===== src/logic/noc_config.svh =====
`ifndef NOC_CONFIG_SVH
`define NOC_CONFIG_SVH

// Mesh geometry.
`define NOC_MESH_DIM 3
`define NOC_NUM_ROUTERS (`NOC_MESH_DIM * `NOC_MESH_DIM)

// Router ports. The last one is the local port.
`define NOC_NUM_PORTS 5
`define NOC_PORT_LOCAL 4

// Flit layout is valid, destination x, destination y, payload.
`define NOC_COORD_WIDTH 2
`define NOC_PAYLOAD_WIDTH 30
`define NOC_FLIT_WIDTH (1 + 2 * `NOC_COORD_WIDTH + `NOC_PAYLOAD_WIDTH)

`endif

===== src/logic/noc_pkg.sv =====
`default_nettype none
`include "noc_config.svh"

package noc_pkg;

	typedef logic [`NOC_COORD_WIDTH-1:0] coord_t;
	typedef logic [2*`NOC_COORD_WIDTH-1:0] addr_t; // X in the upper half.
	typedef logic [`NOC_PAYLOAD_WIDTH-1:0] payload_t;
	typedef logic [`NOC_FLIT_WIDTH-1:0] flit_t;
	typedef logic [`NOC_NUM_PORTS-1:0] port_sel_t;

	// Neighbour port directions.
	localparam int PORT_X_MINUS = 0;
	localparam int PORT_X_PLUS = 1;
	localparam int PORT_Y_MINUS = 2;
	localparam int PORT_Y_PLUS = 3;

	localparam int VALID_BIT = `NOC_FLIT_WIDTH - 1;
	localparam int DEST_X_LSB = VALID_BIT - `NOC_COORD_WIDTH;
	localparam int DEST_Y_LSB = DEST_X_LSB - `NOC_COORD_WIDTH;

	function automatic logic flit_valid(flit_t f);
		return f[VALID_BIT];
	endfunction

	function automatic coord_t flit_dest_x(flit_t f);
		return f[DEST_X_LSB +: `NOC_COORD_WIDTH];
	endfunction

	function automatic coord_t flit_dest_y(flit_t f);
		return f[DEST_Y_LSB +: `NOC_COORD_WIDTH];
	endfunction

	function automatic payload_t flit_payload(flit_t f);
		return f[`NOC_PAYLOAD_WIDTH-1:0];
	endfunction

	function automatic flit_t make_flit(coord_t x, coord_t y, payload_t p);
		return {1'b1, x, y, p};
	endfunction

endpackage

`default_nettype wire


===== src/logic/noc_router.sv =====
`timescale 1ns/1ns
`default_nettype none
`include "noc_config.svh"

module noc_router #(
	parameter int ROUTER_X = 0,
	parameter int ROUTER_Y = 0
) (
	input wire logic clk,
	input wire logic arst_n,
	input wire noc_pkg::flit_t [`NOC_NUM_PORTS-1:0] channel_in,
	output wire [`NOC_NUM_PORTS-1:0] flow_ctrl_out,
	output wire noc_pkg::flit_t [`NOC_NUM_PORTS-1:0] channel_out,
	input wire logic [`NOC_NUM_PORTS-1:0] flow_ctrl_in,
	output logic error
);

	localparam int NP = `NOC_NUM_PORTS;

	wire noc_pkg::flit_t [NP-1:0] in_flit;
	wire noc_pkg::port_sel_t [NP-1:0] in_request; // Indexed by input, bit per output.
	wire noc_pkg::port_sel_t [NP-1:0] out_grants; // Indexed by output, bit per input.
	wire [NP-1:0] in_error;
	noc_pkg::port_sel_t [NP-1:0] out_requests;
	logic [NP-1:0] in_grant;

	// Turn the request rows into one column per output.
	always_comb begin
		for (int o = 0; o < NP; o++) begin
			for (int i = 0; i < NP; i++) begin
				out_requests[o][i] = in_request[i][o];
			end
		end
	end

	// Gather the grants of each input.
	always_comb begin
		in_grant = '0;
		for (int o = 0; o < NP; o++) begin
			for (int i = 0; i < NP; i++) begin
				in_grant[i] = in_grant[i] | out_grants[o][i];
			end
		end
	end

	for (genvar p = 0; p < NP; p++) begin : g_port
		noc_input_buffer #(
			.ROUTER_X(ROUTER_X),
			.ROUTER_Y(ROUTER_Y)
		) u_input_buffer (
			.clk(clk),
			.arst_n(arst_n),
			.flit_in(channel_in[p]),
			.stop(flow_ctrl_out[p]),
			.flit(in_flit[p]),
			.request(in_request[p]),
			.grant(in_grant[p]),
			.error(in_error[p])
		);

		noc_output_port u_output_port (
			.clk(clk),
			.arst_n(arst_n),
			.requests(out_requests[p]),
			.flits_in(in_flit),
			.stop(flow_ctrl_in[p]),
			.grants(out_grants[p]),
			.flit_out(channel_out[p])
		);
	end

	assign error = |in_error;

endmodule

`default_nettype wire


===== src/logic/noc_output_port.sv =====
`timescale 1ns/1ns
`default_nettype none
`include "noc_config.svh"

module noc_output_port (
	input wire logic clk,
	input wire logic arst_n,
	input wire noc_pkg::port_sel_t requests,
	input wire noc_pkg::flit_t [`NOC_NUM_PORTS-1:0] flits_in,
	input wire logic stop,
	output noc_pkg::port_sel_t grants,
	output noc_pkg::flit_t flit_out
);

	localparam int NUM_PORTS = `NOC_NUM_PORTS;
	localparam int SEL_W = $clog2(NUM_PORTS);

	logic out_valid_q;
	logic [`NOC_FLIT_WIDTH-2:0] data_q;
	logic [SEL_W-1:0] last_q;
	logic [SEL_W-1:0] win;
	logic can_load;
	logic leaving;

	assign leaving = out_valid_q && !stop;
	assign can_load = !out_valid_q || !stop; // Empty, or the current flit leaves now.

	// Round robin search starting just after the last winner.
	always_comb begin
		int idx;
		logic found;
		grants = '0;
		win = last_q;
		found = 1'b0;
		for (int i = 1; i <= NUM_PORTS; i++) begin
			idx = (int'(last_q) + i) % NUM_PORTS;
			if (can_load && !found && requests[idx]) begin
				found = 1'b1;
				grants[idx] = 1'b1;
				win = SEL_W'(idx);
			end
		end
	end

	always_ff @(posedge clk or negedge arst_n) begin
		if (!arst_n) begin
			out_valid_q <= 1'b0;
			last_q <= SEL_W'(NUM_PORTS - 1); // Input 0 wins first.
		end else if (|grants) begin
			out_valid_q <= 1'b1;
			last_q <= win;
		end else if (leaving) begin
			out_valid_q <= 1'b0;
		end
	end

	always_ff @(posedge clk) begin
		if (|grants)
			data_q <= flits_in[win][`NOC_FLIT_WIDTH-2:0];
	end

	// An idle channel carries all zeros.
	assign flit_out = out_valid_q ? {1'b1, data_q} : '0;

endmodule

`default_nettype wire


===== src/logic/noc_input_buffer.sv =====
`timescale 1ns/1ns
`default_nettype none
`include "noc_config.svh"

module noc_input_buffer #(
	parameter int ROUTER_X = 0,
	parameter int ROUTER_Y = 0
) (
	input wire logic clk,
	input wire logic arst_n,
	input wire noc_pkg::flit_t flit_in,
	output logic stop,
	output noc_pkg::flit_t flit,
	output noc_pkg::port_sel_t request,
	input wire logic grant,
	output logic error
);

	localparam noc_pkg::coord_t OWN_X = noc_pkg::coord_t'(ROUTER_X);
	localparam noc_pkg::coord_t OWN_Y = noc_pkg::coord_t'(ROUTER_Y);
	localparam noc_pkg::addr_t OWN_ADDR = {OWN_X, OWN_Y};

	logic full_q;
	logic error_q;
	noc_pkg::flit_t flit_q;
	noc_pkg::coord_t dest_x;
	noc_pkg::coord_t dest_y;
	noc_pkg::addr_t dest_addr;
	logic off_mesh;
	noc_pkg::port_sel_t route;

	assign dest_x = noc_pkg::flit_dest_x(flit_q);
	assign dest_y = noc_pkg::flit_dest_y(flit_q);
	assign dest_addr = {dest_x, dest_y};
	assign off_mesh = (int'(dest_x) >= `NOC_MESH_DIM) || (int'(dest_y) >= `NOC_MESH_DIM);

	// XY routing. X is resolved completely before Y.
	always_comb begin
		route = '0;
		if (dest_addr == OWN_ADDR)
			route[`NOC_PORT_LOCAL] = 1'b1;
		else if (dest_x > OWN_X)
			route[noc_pkg::PORT_X_PLUS] = 1'b1;
		else if (dest_x < OWN_X)
			route[noc_pkg::PORT_X_MINUS] = 1'b1;
		else if (dest_y > OWN_Y)
			route[noc_pkg::PORT_Y_PLUS] = 1'b1;
		else
			route[noc_pkg::PORT_Y_MINUS] = 1'b1;
	end

	always_ff @(posedge clk or negedge arst_n) begin
		if (!arst_n) begin
			full_q <= 1'b0;
			error_q <= 1'b0;
		end else begin
			if (full_q && off_mesh)
				error_q <= 1'b1; // Sticky until reset.
			if (!full_q)
				full_q <= noc_pkg::flit_valid(flit_in);
			else if (grant || off_mesh)
				full_q <= 1'b0; // Off-mesh flits are dropped here.
		end
	end

	always_ff @(posedge clk) begin
		if (!full_q && noc_pkg::flit_valid(flit_in))
			flit_q <= flit_in;
	end

	assign stop = full_q;
	assign flit = flit_q;
	assign request = (full_q && !off_mesh) ? route : '0;
	assign error = error_q;

endmodule

`default_nettype wire


===== config.mk =====
export PLATFORM = sky130hd
export DESIGN_NAME = noc_router
export DESIGN_NICKNAME = d
export VERILOG_FILES = /design/src/logic/noc_pkg.sv /design/src/logic/noc_router.sv /design/src/logic/noc_output_port.sv /design/src/logic/noc_input_buffer.sv
export VERILOG_INCLUDE_DIRS = /design/src /design/src/logic
export SDC_FILE = /design/constraint.sdc
export NUM_CORES = 1
export LEC_CHECK = 0
export ABC_AREA = 1
export BUFFER_PORTS_ARGS = -buffer_cell sky130_fd_sc_hd__buf_2
export CELL_PAD_IN_SITES_DETAIL_PLACEMENT = 0
export CELL_PAD_IN_SITES_GLOBAL_PLACEMENT = 1
export CORE_MARGIN = 4
export CORE_UTILIZATION = 40
export DETAILED_ROUTE_END_ITERATION = 10
export PLACE_DENSITY_LB_ADDON = 0.3
export SYNTH_ARGS = -nofsm -noshare
export SYNTH_HDL_FRONTEND = slang
export SYNTH_SLANG_ARGS = --single-unit
export TNS_END_PERCENT = 5

===== constraint.sdc =====
create_clock -name clk -period 7.04 [get_ports clk]
set_input_delay 1.408 -clock clk [delete_from_list [all_inputs] [get_ports clk]]
set_output_delay 1.408 -clock clk [all_outputs]
set_load 0.005 [all_outputs]

==> run metrics, run 1 <==
final setup vio count=0; Crit Path Max Fanout=between 60 and 70; Hold Buf Count CTS=0; Die Wd=approximately 250 um; largest net degree at the start of global routing=76; CTS resizes=0; most used cell, CP=nand2_1; Max Root-Sink Buffers=3; 1st-iter DRT viols=~2300; worst r2r src=g_port[4].u_output_port.last_q[1]; Worst Path Required=about 7.5 ns; sequential fraction of the synthesis area=0.3733; worst skew pair latency=approximately 0.55 ns; CP peak stage delay=about 0.72 ns; initial antenna violation count=8; setup repair bufs after CTS=0; TritonCTS buffer count=35; first-pass GRT wire length=around 130000 um; Filler cells=~5800; CP arrival=between 6 and 7 ns; Fin Clk Skew=around 0.034 ns; Startpoint Class=flip-flop; RR Endpoint=g_port[4].u_output_port.data_q[6]; Reg clk slew, reported paths=0.07 ns; Fin. Hold Viols=0; fin crit share=0.8712; DRT antenna net count=0; die span in y=roughly 250 um; worst path bufs/invs=7; crit path kind=reg2reg; Max-cap violations=0; GRT Resource Usage Total=0.2688; 1st-pass router iterations=5; top cells by count, synth=nand2_1, nand3_1, inv_1; Post-synth EDFFs=approximately 270; Cells after Synth=approximately 3200; total number of vias=between 20000 and 25000; Final min period=between 6 and 7 ns; Synth Area per Inst=7.212 sq um; RSZ-0062 raised after global routing=false; reg2reg path depth=29; synth top area cells=edfxtp_1, nand3_1, nand2_1, inv_1, ha_1; synth-to-layout area growth=12.40%; H-tree depth=2; routed length per instance=about 21 um; top_reg_cell synth=edfxtp_1; placer congestion estimate=just over 0.9; library cells used by synthesis=between 50 and 60; slowest CP cell=buf_4; status=finished, final reports clean; Rows=between 80 and 90; Hold WC Path Type=reg2reg; Yosys top cell by area=edfxtp_1; Post-synth ARST share=0.07483; synth warn=0; drt total wl=approximately 88000 um; hold path cells=2; IO buf count=290; TritonCTS Sinks=between 200 and 300; Final nets=approximately 3700; CTS tree=yes; R2R setup slack=approximately 0.91 ns; Via density=approximately 5.5; crit end category=flip-flop; stages on the worst setup path=29; top cell type's share of synthesized area=0.3496; root buf cell=clkbuf_16; synthesized flop and latch total=294; Hold Crit Start=g_port[4].u_input_buffer.error; Final Max Slew Viols=0; DRC viols=0; worst-margin pin slew=1.278 ns; fmax=163.0 MHz; count leader, synth=nand2_1; hold path endpoint=g_port[4].u_input_buffer.error; initial core utilization=0.4042; vias in the first global route=22048; slew margin rel.=0.1478; Netlist Area Pre-Place=23370 sq um; die area=~62000 sq um; share of cells above drive strength 1=0.1527; grt ovf=0; Crit path max-delay family=simple AND/OR/NAND/NOR gates; core outline area=between 50000 and 60000 sq um; # IOs=between 300 and 400; Setup Total Neg Slack=0 ns; DPL Wire Length=a little over 60000 um
==> how the worst max path moves through the flow <==
stage                                                 start                                 end  slack, ns
after floorplan           g_port[4].u_output_port.last_q[0]   g_port[4].u_output_port.data_q[0]       1.52
after global placement    g_port[4].u_output_port.last_q[1]  g_port[4].u_output_port.data_q[10]       1.10
after detailed placement  g_port[4].u_output_port.last_q[1]   g_port[4].u_output_port.data_q[6]       0.94
after CTS                 g_port[4].u_output_port.last_q[1]   g_port[4].u_output_port.data_q[6]       0.95
after global routing      g_port[4].u_output_port.last_q[1]   g_port[4].u_output_port.data_q[6]       0.30
final                     g_port[4].u_output_port.last_q[1]   g_port[4].u_output_port.data_q[6]       0.91
==> flip-flops by register name (all words and copies together), names as in the netlist <==
register / flops
g_port.u_input_buffer.error: 5
g_port.u_input_buffer.flit: 170
g_port.u_input_buffer.stop: 5
g_port.u_output_port.data_q: 102
g_port.u_output_port.last_q: 9
g_port.u_output_port.out_valid_q: 3
==> final cells by class <==
class                           instances  area, sq um  share of cell area
Multi-Input combinational cell       2381        12030              0.4580
Sequential cell                       294         8723              0.3322
Timing Repair Buffer                  329         1907             0.07261
Inverter                              404         1523             0.05798
Tap cell                              765        957.2             0.03645
Clock buffer                           45        923.4             0.03516
Clock inverter                         17        185.2            0.007051
Antenna cell                            6        15.01           0.0005717
==> per-layer routing <==
layer	GRT usage	part of all wire	vias up
met5	0	0.00015	-
met4	0.09133	0.034	2
met2	0.4340	0.46	1161
met1	0.3701	0.42	11008
met3	0.04158	0.087	170
li1	-	-	11019
==> tightest hold or removal path, cell delays in order (launching register included) <==
cell,delay (ns)
dfrtp_1,0.32
inv_1,0.05
nand2_1,0.06
==> kinds of logic (layout without fill, tap and decap cells) <==
family | after synthesis | in the layout | share of synthesized area
xor gates and xnor gates | 23 | 23 | 0.009264
other | 1 | 76 | 0.0001605
DFF | 294 | 294 | 0.3733
AOI/OAI and AO/OA | 183 | 183 | 0.04910
adders and majority gates | 99 | 99 | 0.05301
and+or+nand+nor | 2006 | 2006 | 0.3891
buffers and inverters | 634 | 795 | 0.1261
==> cell usage in the layout, fill, tap and decap left out, types with 9 or more instances in the layout <==
| cell | count |
|---|---|
| nor2_1 | 160 |
| inv_1 | 364 |
| or2_2 | 9 |
| nand3_2 | 12 |
| buf_2 | 290 |
| nand2_4 | 9 |
| nor3_1 | 63 |
| a21oi_1 | 37 |
| o21ai_0 | 65 |
| conb_1 | 70 |
| xor2_1 | 21 |
| nand4_1 | 78 |
| nand2_2 | 37 |
| dfrtp_1 | 18 |
| o21ai_1 | 10 |
| buf_4 | 26 |
| nand3_1 | 697 |
| ha_1 | 99 |
| edfxtp_1 | 272 |
| o21ai_2 | 12 |
| o211ai_1 | 11 |
| inv_2 | 32 |
| clkbuf_16 | 35 |
| clkbuf_1 | 9 |
| nand2_1 | 913 |
| buf_12 | 13 |
==> through the flow <==
step	area (sq um)	std cells	util	worst slack (ns)	hold WS, ns
after floorplan	23630	3309	-	1.516	0.4215
after global placement	25140	4173	0.4349	1.103	0.4383
after detailed placement	25140	4173	0.4349	0.9355	0.4432
after CTS	26250	4235	0.4541	0.9478	0.4591
after global routing	26260	4240	0.4543	0.2998	0.4868
final	26260	4241	0.4543	0.9067	0.4616
Power of run 1 is left out: the tool's default activity adds up to more than one toggle a clock period on the data nets, which glitch-free logic cannot reach.
==> run 2: changes to the inputs <==
CORE_MARGIN = unset   (was 4)
clock period = 7.6 ns   (was 7.04 ns; I/O delays follow)
==> run metrics, run 2 (synthesis gave the netlist of run 1 again) <==
status=finished, final reports clean (unchanged); IO buf count=290 (unchanged); drt total wl=85440 um (was 88160 um); DRT antenna net count=0 (unchanged); TritonCTS buffer count=35 (unchanged); placer congestion estimate=0.9218 (was 0.9103); Via density=5.449 (was 5.508); setup repair bufs after CTS=0 (unchanged); Setup Total Neg Slack=0 ns (unchanged); slowest CP cell=o21ai_2 (was buf_4); Rows=88 (unchanged); grt ovf=0 (unchanged); most used cell, CP=nand2_1 (unchanged); Fin Clk Skew=0.04065 ns (was 0.03406 ns); die area=59380 sq um (was 62350 sq um); RSZ-0062 raised after global routing=false (unchanged); Startpoint Class=flip-flop (unchanged); CTS resizes=0 (unchanged); Filler cells=5771 (was 5844); total number of vias=23105 (was 23360); Die Wd=243.7 um (was 249.7 um); Non-Filler Instances=4240 (was 4241); hold path cells=2 (unchanged); CP peak stage delay=0.96 ns (was 0.72 ns); # IOs=363 (unchanged); routed length per instance=20.15 um (was 20.79 um); worst-margin pin slew=1.176 ns (was 1.278 ns); Reg clk slew, reported paths=0.06 ns (was 0.07 ns); H-tree depth=2 (unchanged); crit path kind=reg2reg (unchanged); fin crit share=0.8190 (was 0.8712); root buf cell=clkbuf_16 (unchanged); core outline area=57700 sq um (was 57810 sq um); dpl cells=4169 (was 4173); share of cells above drive strength 1=0.1514 (was 0.1527); initial core utilization=0.4050 (was 0.4042); Final min period=6.224 ns (was 6.133 ns); Crit Path Max Fanout=18 (was 68); crit end category=flip-flop (unchanged); Final Max Slew Viols=0 (unchanged); max reg flops=170 (unchanged); synth-to-layout area growth=12.09% (was 12.40%); Max Root-Sink Buffers=3 (unchanged); CTS tree=yes (unchanged); worst skew pair latency=0.56 ns (was 0.55 ns); final setup vio count=0 (unchanged); Max-cap violations=0 (unchanged); CP arrival=6.52 ns (was 6.55 ns); DPL Wire Length=59090 um (was 61270 um); slew margin rel.=0.2163 (was 0.1478); most frequent cells in the layout=nand2_1, nand3_1, inv_1 (unchanged); Worst Path Required=7.89 ns (was 7.45 ns); DRC viols=0 (unchanged); 1st-iter DRT viols=2315 (was 2325); Fin. Hold Viols=0 (unchanged); GRT Resource Usage Total=0.2786 (was 0.2688); Hold WC Path Type=reg2reg (unchanged); commonest non-fill, non-tap cell in the layout=nand2_1 (unchanged); Hold Buf Count CTS=0 (unchanged); reg2reg path depth=28 (was 29); first-pass GRT wire length=127900 um (was 132000 um); die span in y=243.7 um (was 249.7 um); Final nets=3722 (was 3726); TritonCTS Sinks=294 (unchanged); vias in the first global route=21728 (was 22048); 1st-pass router iterations=6 (was 5); largest net degree at the start of global routing=69 (was 76); fmax=160.7 MHz (was 163.0 MHz); initial antenna violation count=8 (unchanged)
## run 2: cell types whose count changed in the layout (fill, tap and decap cells not counted)
cell        delta
buf_4          +5
bufinv_16      +2
dfrtp_1        +1
o21ai_4        +1
dfrtp_2        -1
clkinvlp_4     +2
diode_2        +2
clkbuf_1       -3
clkinv_2       -4
clkinv_1       +4
buf_12         -9
o21ai_2        -1
## run 2: area by class of cell
type                    instances  area, sq um  area share
clock buffers                  42        912.1     0.03483
inverters                     404         1523     0.05814
clock inverters                21        255.2    0.009746
diodes                          8        20.02   0.0007644
repair buffers                325         1764     0.06736
multi-input cells            2381        12040      0.4596
well taps                     765        957.2     0.03655
flip-flops and latches        294         8722      0.3330
## run 2: per-stage QoR
step / hold WS [ns] / util / instance area, sq um / setup slack [ns]
final: 0.4528 / 0.4539 / 26190 / 1.376
after global routing: 0.4766 / 0.4539 / 26190 / 0.8471
after CTS: 0.4522 / 0.4536 / 26170 / 1.451
after detailed placement: 0.4416 / 0.4334 / 25000 / 1.453
after global placement: 0.4377 / 0.4334 / 25000 / 1.484
after floorplan: 0.4215 / - / 23630 / 2.076
## run 2: worst max-delay path, delay by kind of cell (launching register included)
family	cells	cell delay, ns
AO/OA/AOI/OAI	1	0.96
XOR/XNOR	1	0.31
adder cells (fa/ha/maj)	3	1.01
buffers and inverters	6	1.13
flip-flops	1	0.66
AND/OR/NAND/NOR	17	1.87
## run 2: path summary, 6_finish.rpt
kind / startpoint / slack (ns) / endpoint
setup / recovery: g_port[4].u_output_port.last_q[1] / 1.38 / g_port[4].u_output_port.data_q[0]
setup reg to reg: g_port[4].u_output_port.last_q[1] / 1.38 / g_port[4].u_output_port.data_q[0]
max in group asynchronous: arst_n / 6.24 / g_port[1].u_output_port.last_q[2]
min in group asynchronous: arst_n / 0.98 / g_port[2].u_input_buffer.error
hold reg to reg: g_port[4].u_input_buffer.error / 0.45 / g_port[4].u_input_buffer.error
hold / removal: g_port[4].u_input_buffer.error / 0.45 / g_port[4].u_input_buffer.error
## run 2: routing by layer
layer | wire [um] | vias up | track usage
met4 | 2862 | 2 | 0.1070
li1 | - | 10985 | -
met3 | 6637 | 163 | 0.03393
met1 | 37190 | 10838 | 0.3870
met5 | 10 | - | 0
met2 | 38740 | 1117 | 0.4411
Power of run 2 is left out for the same reason.
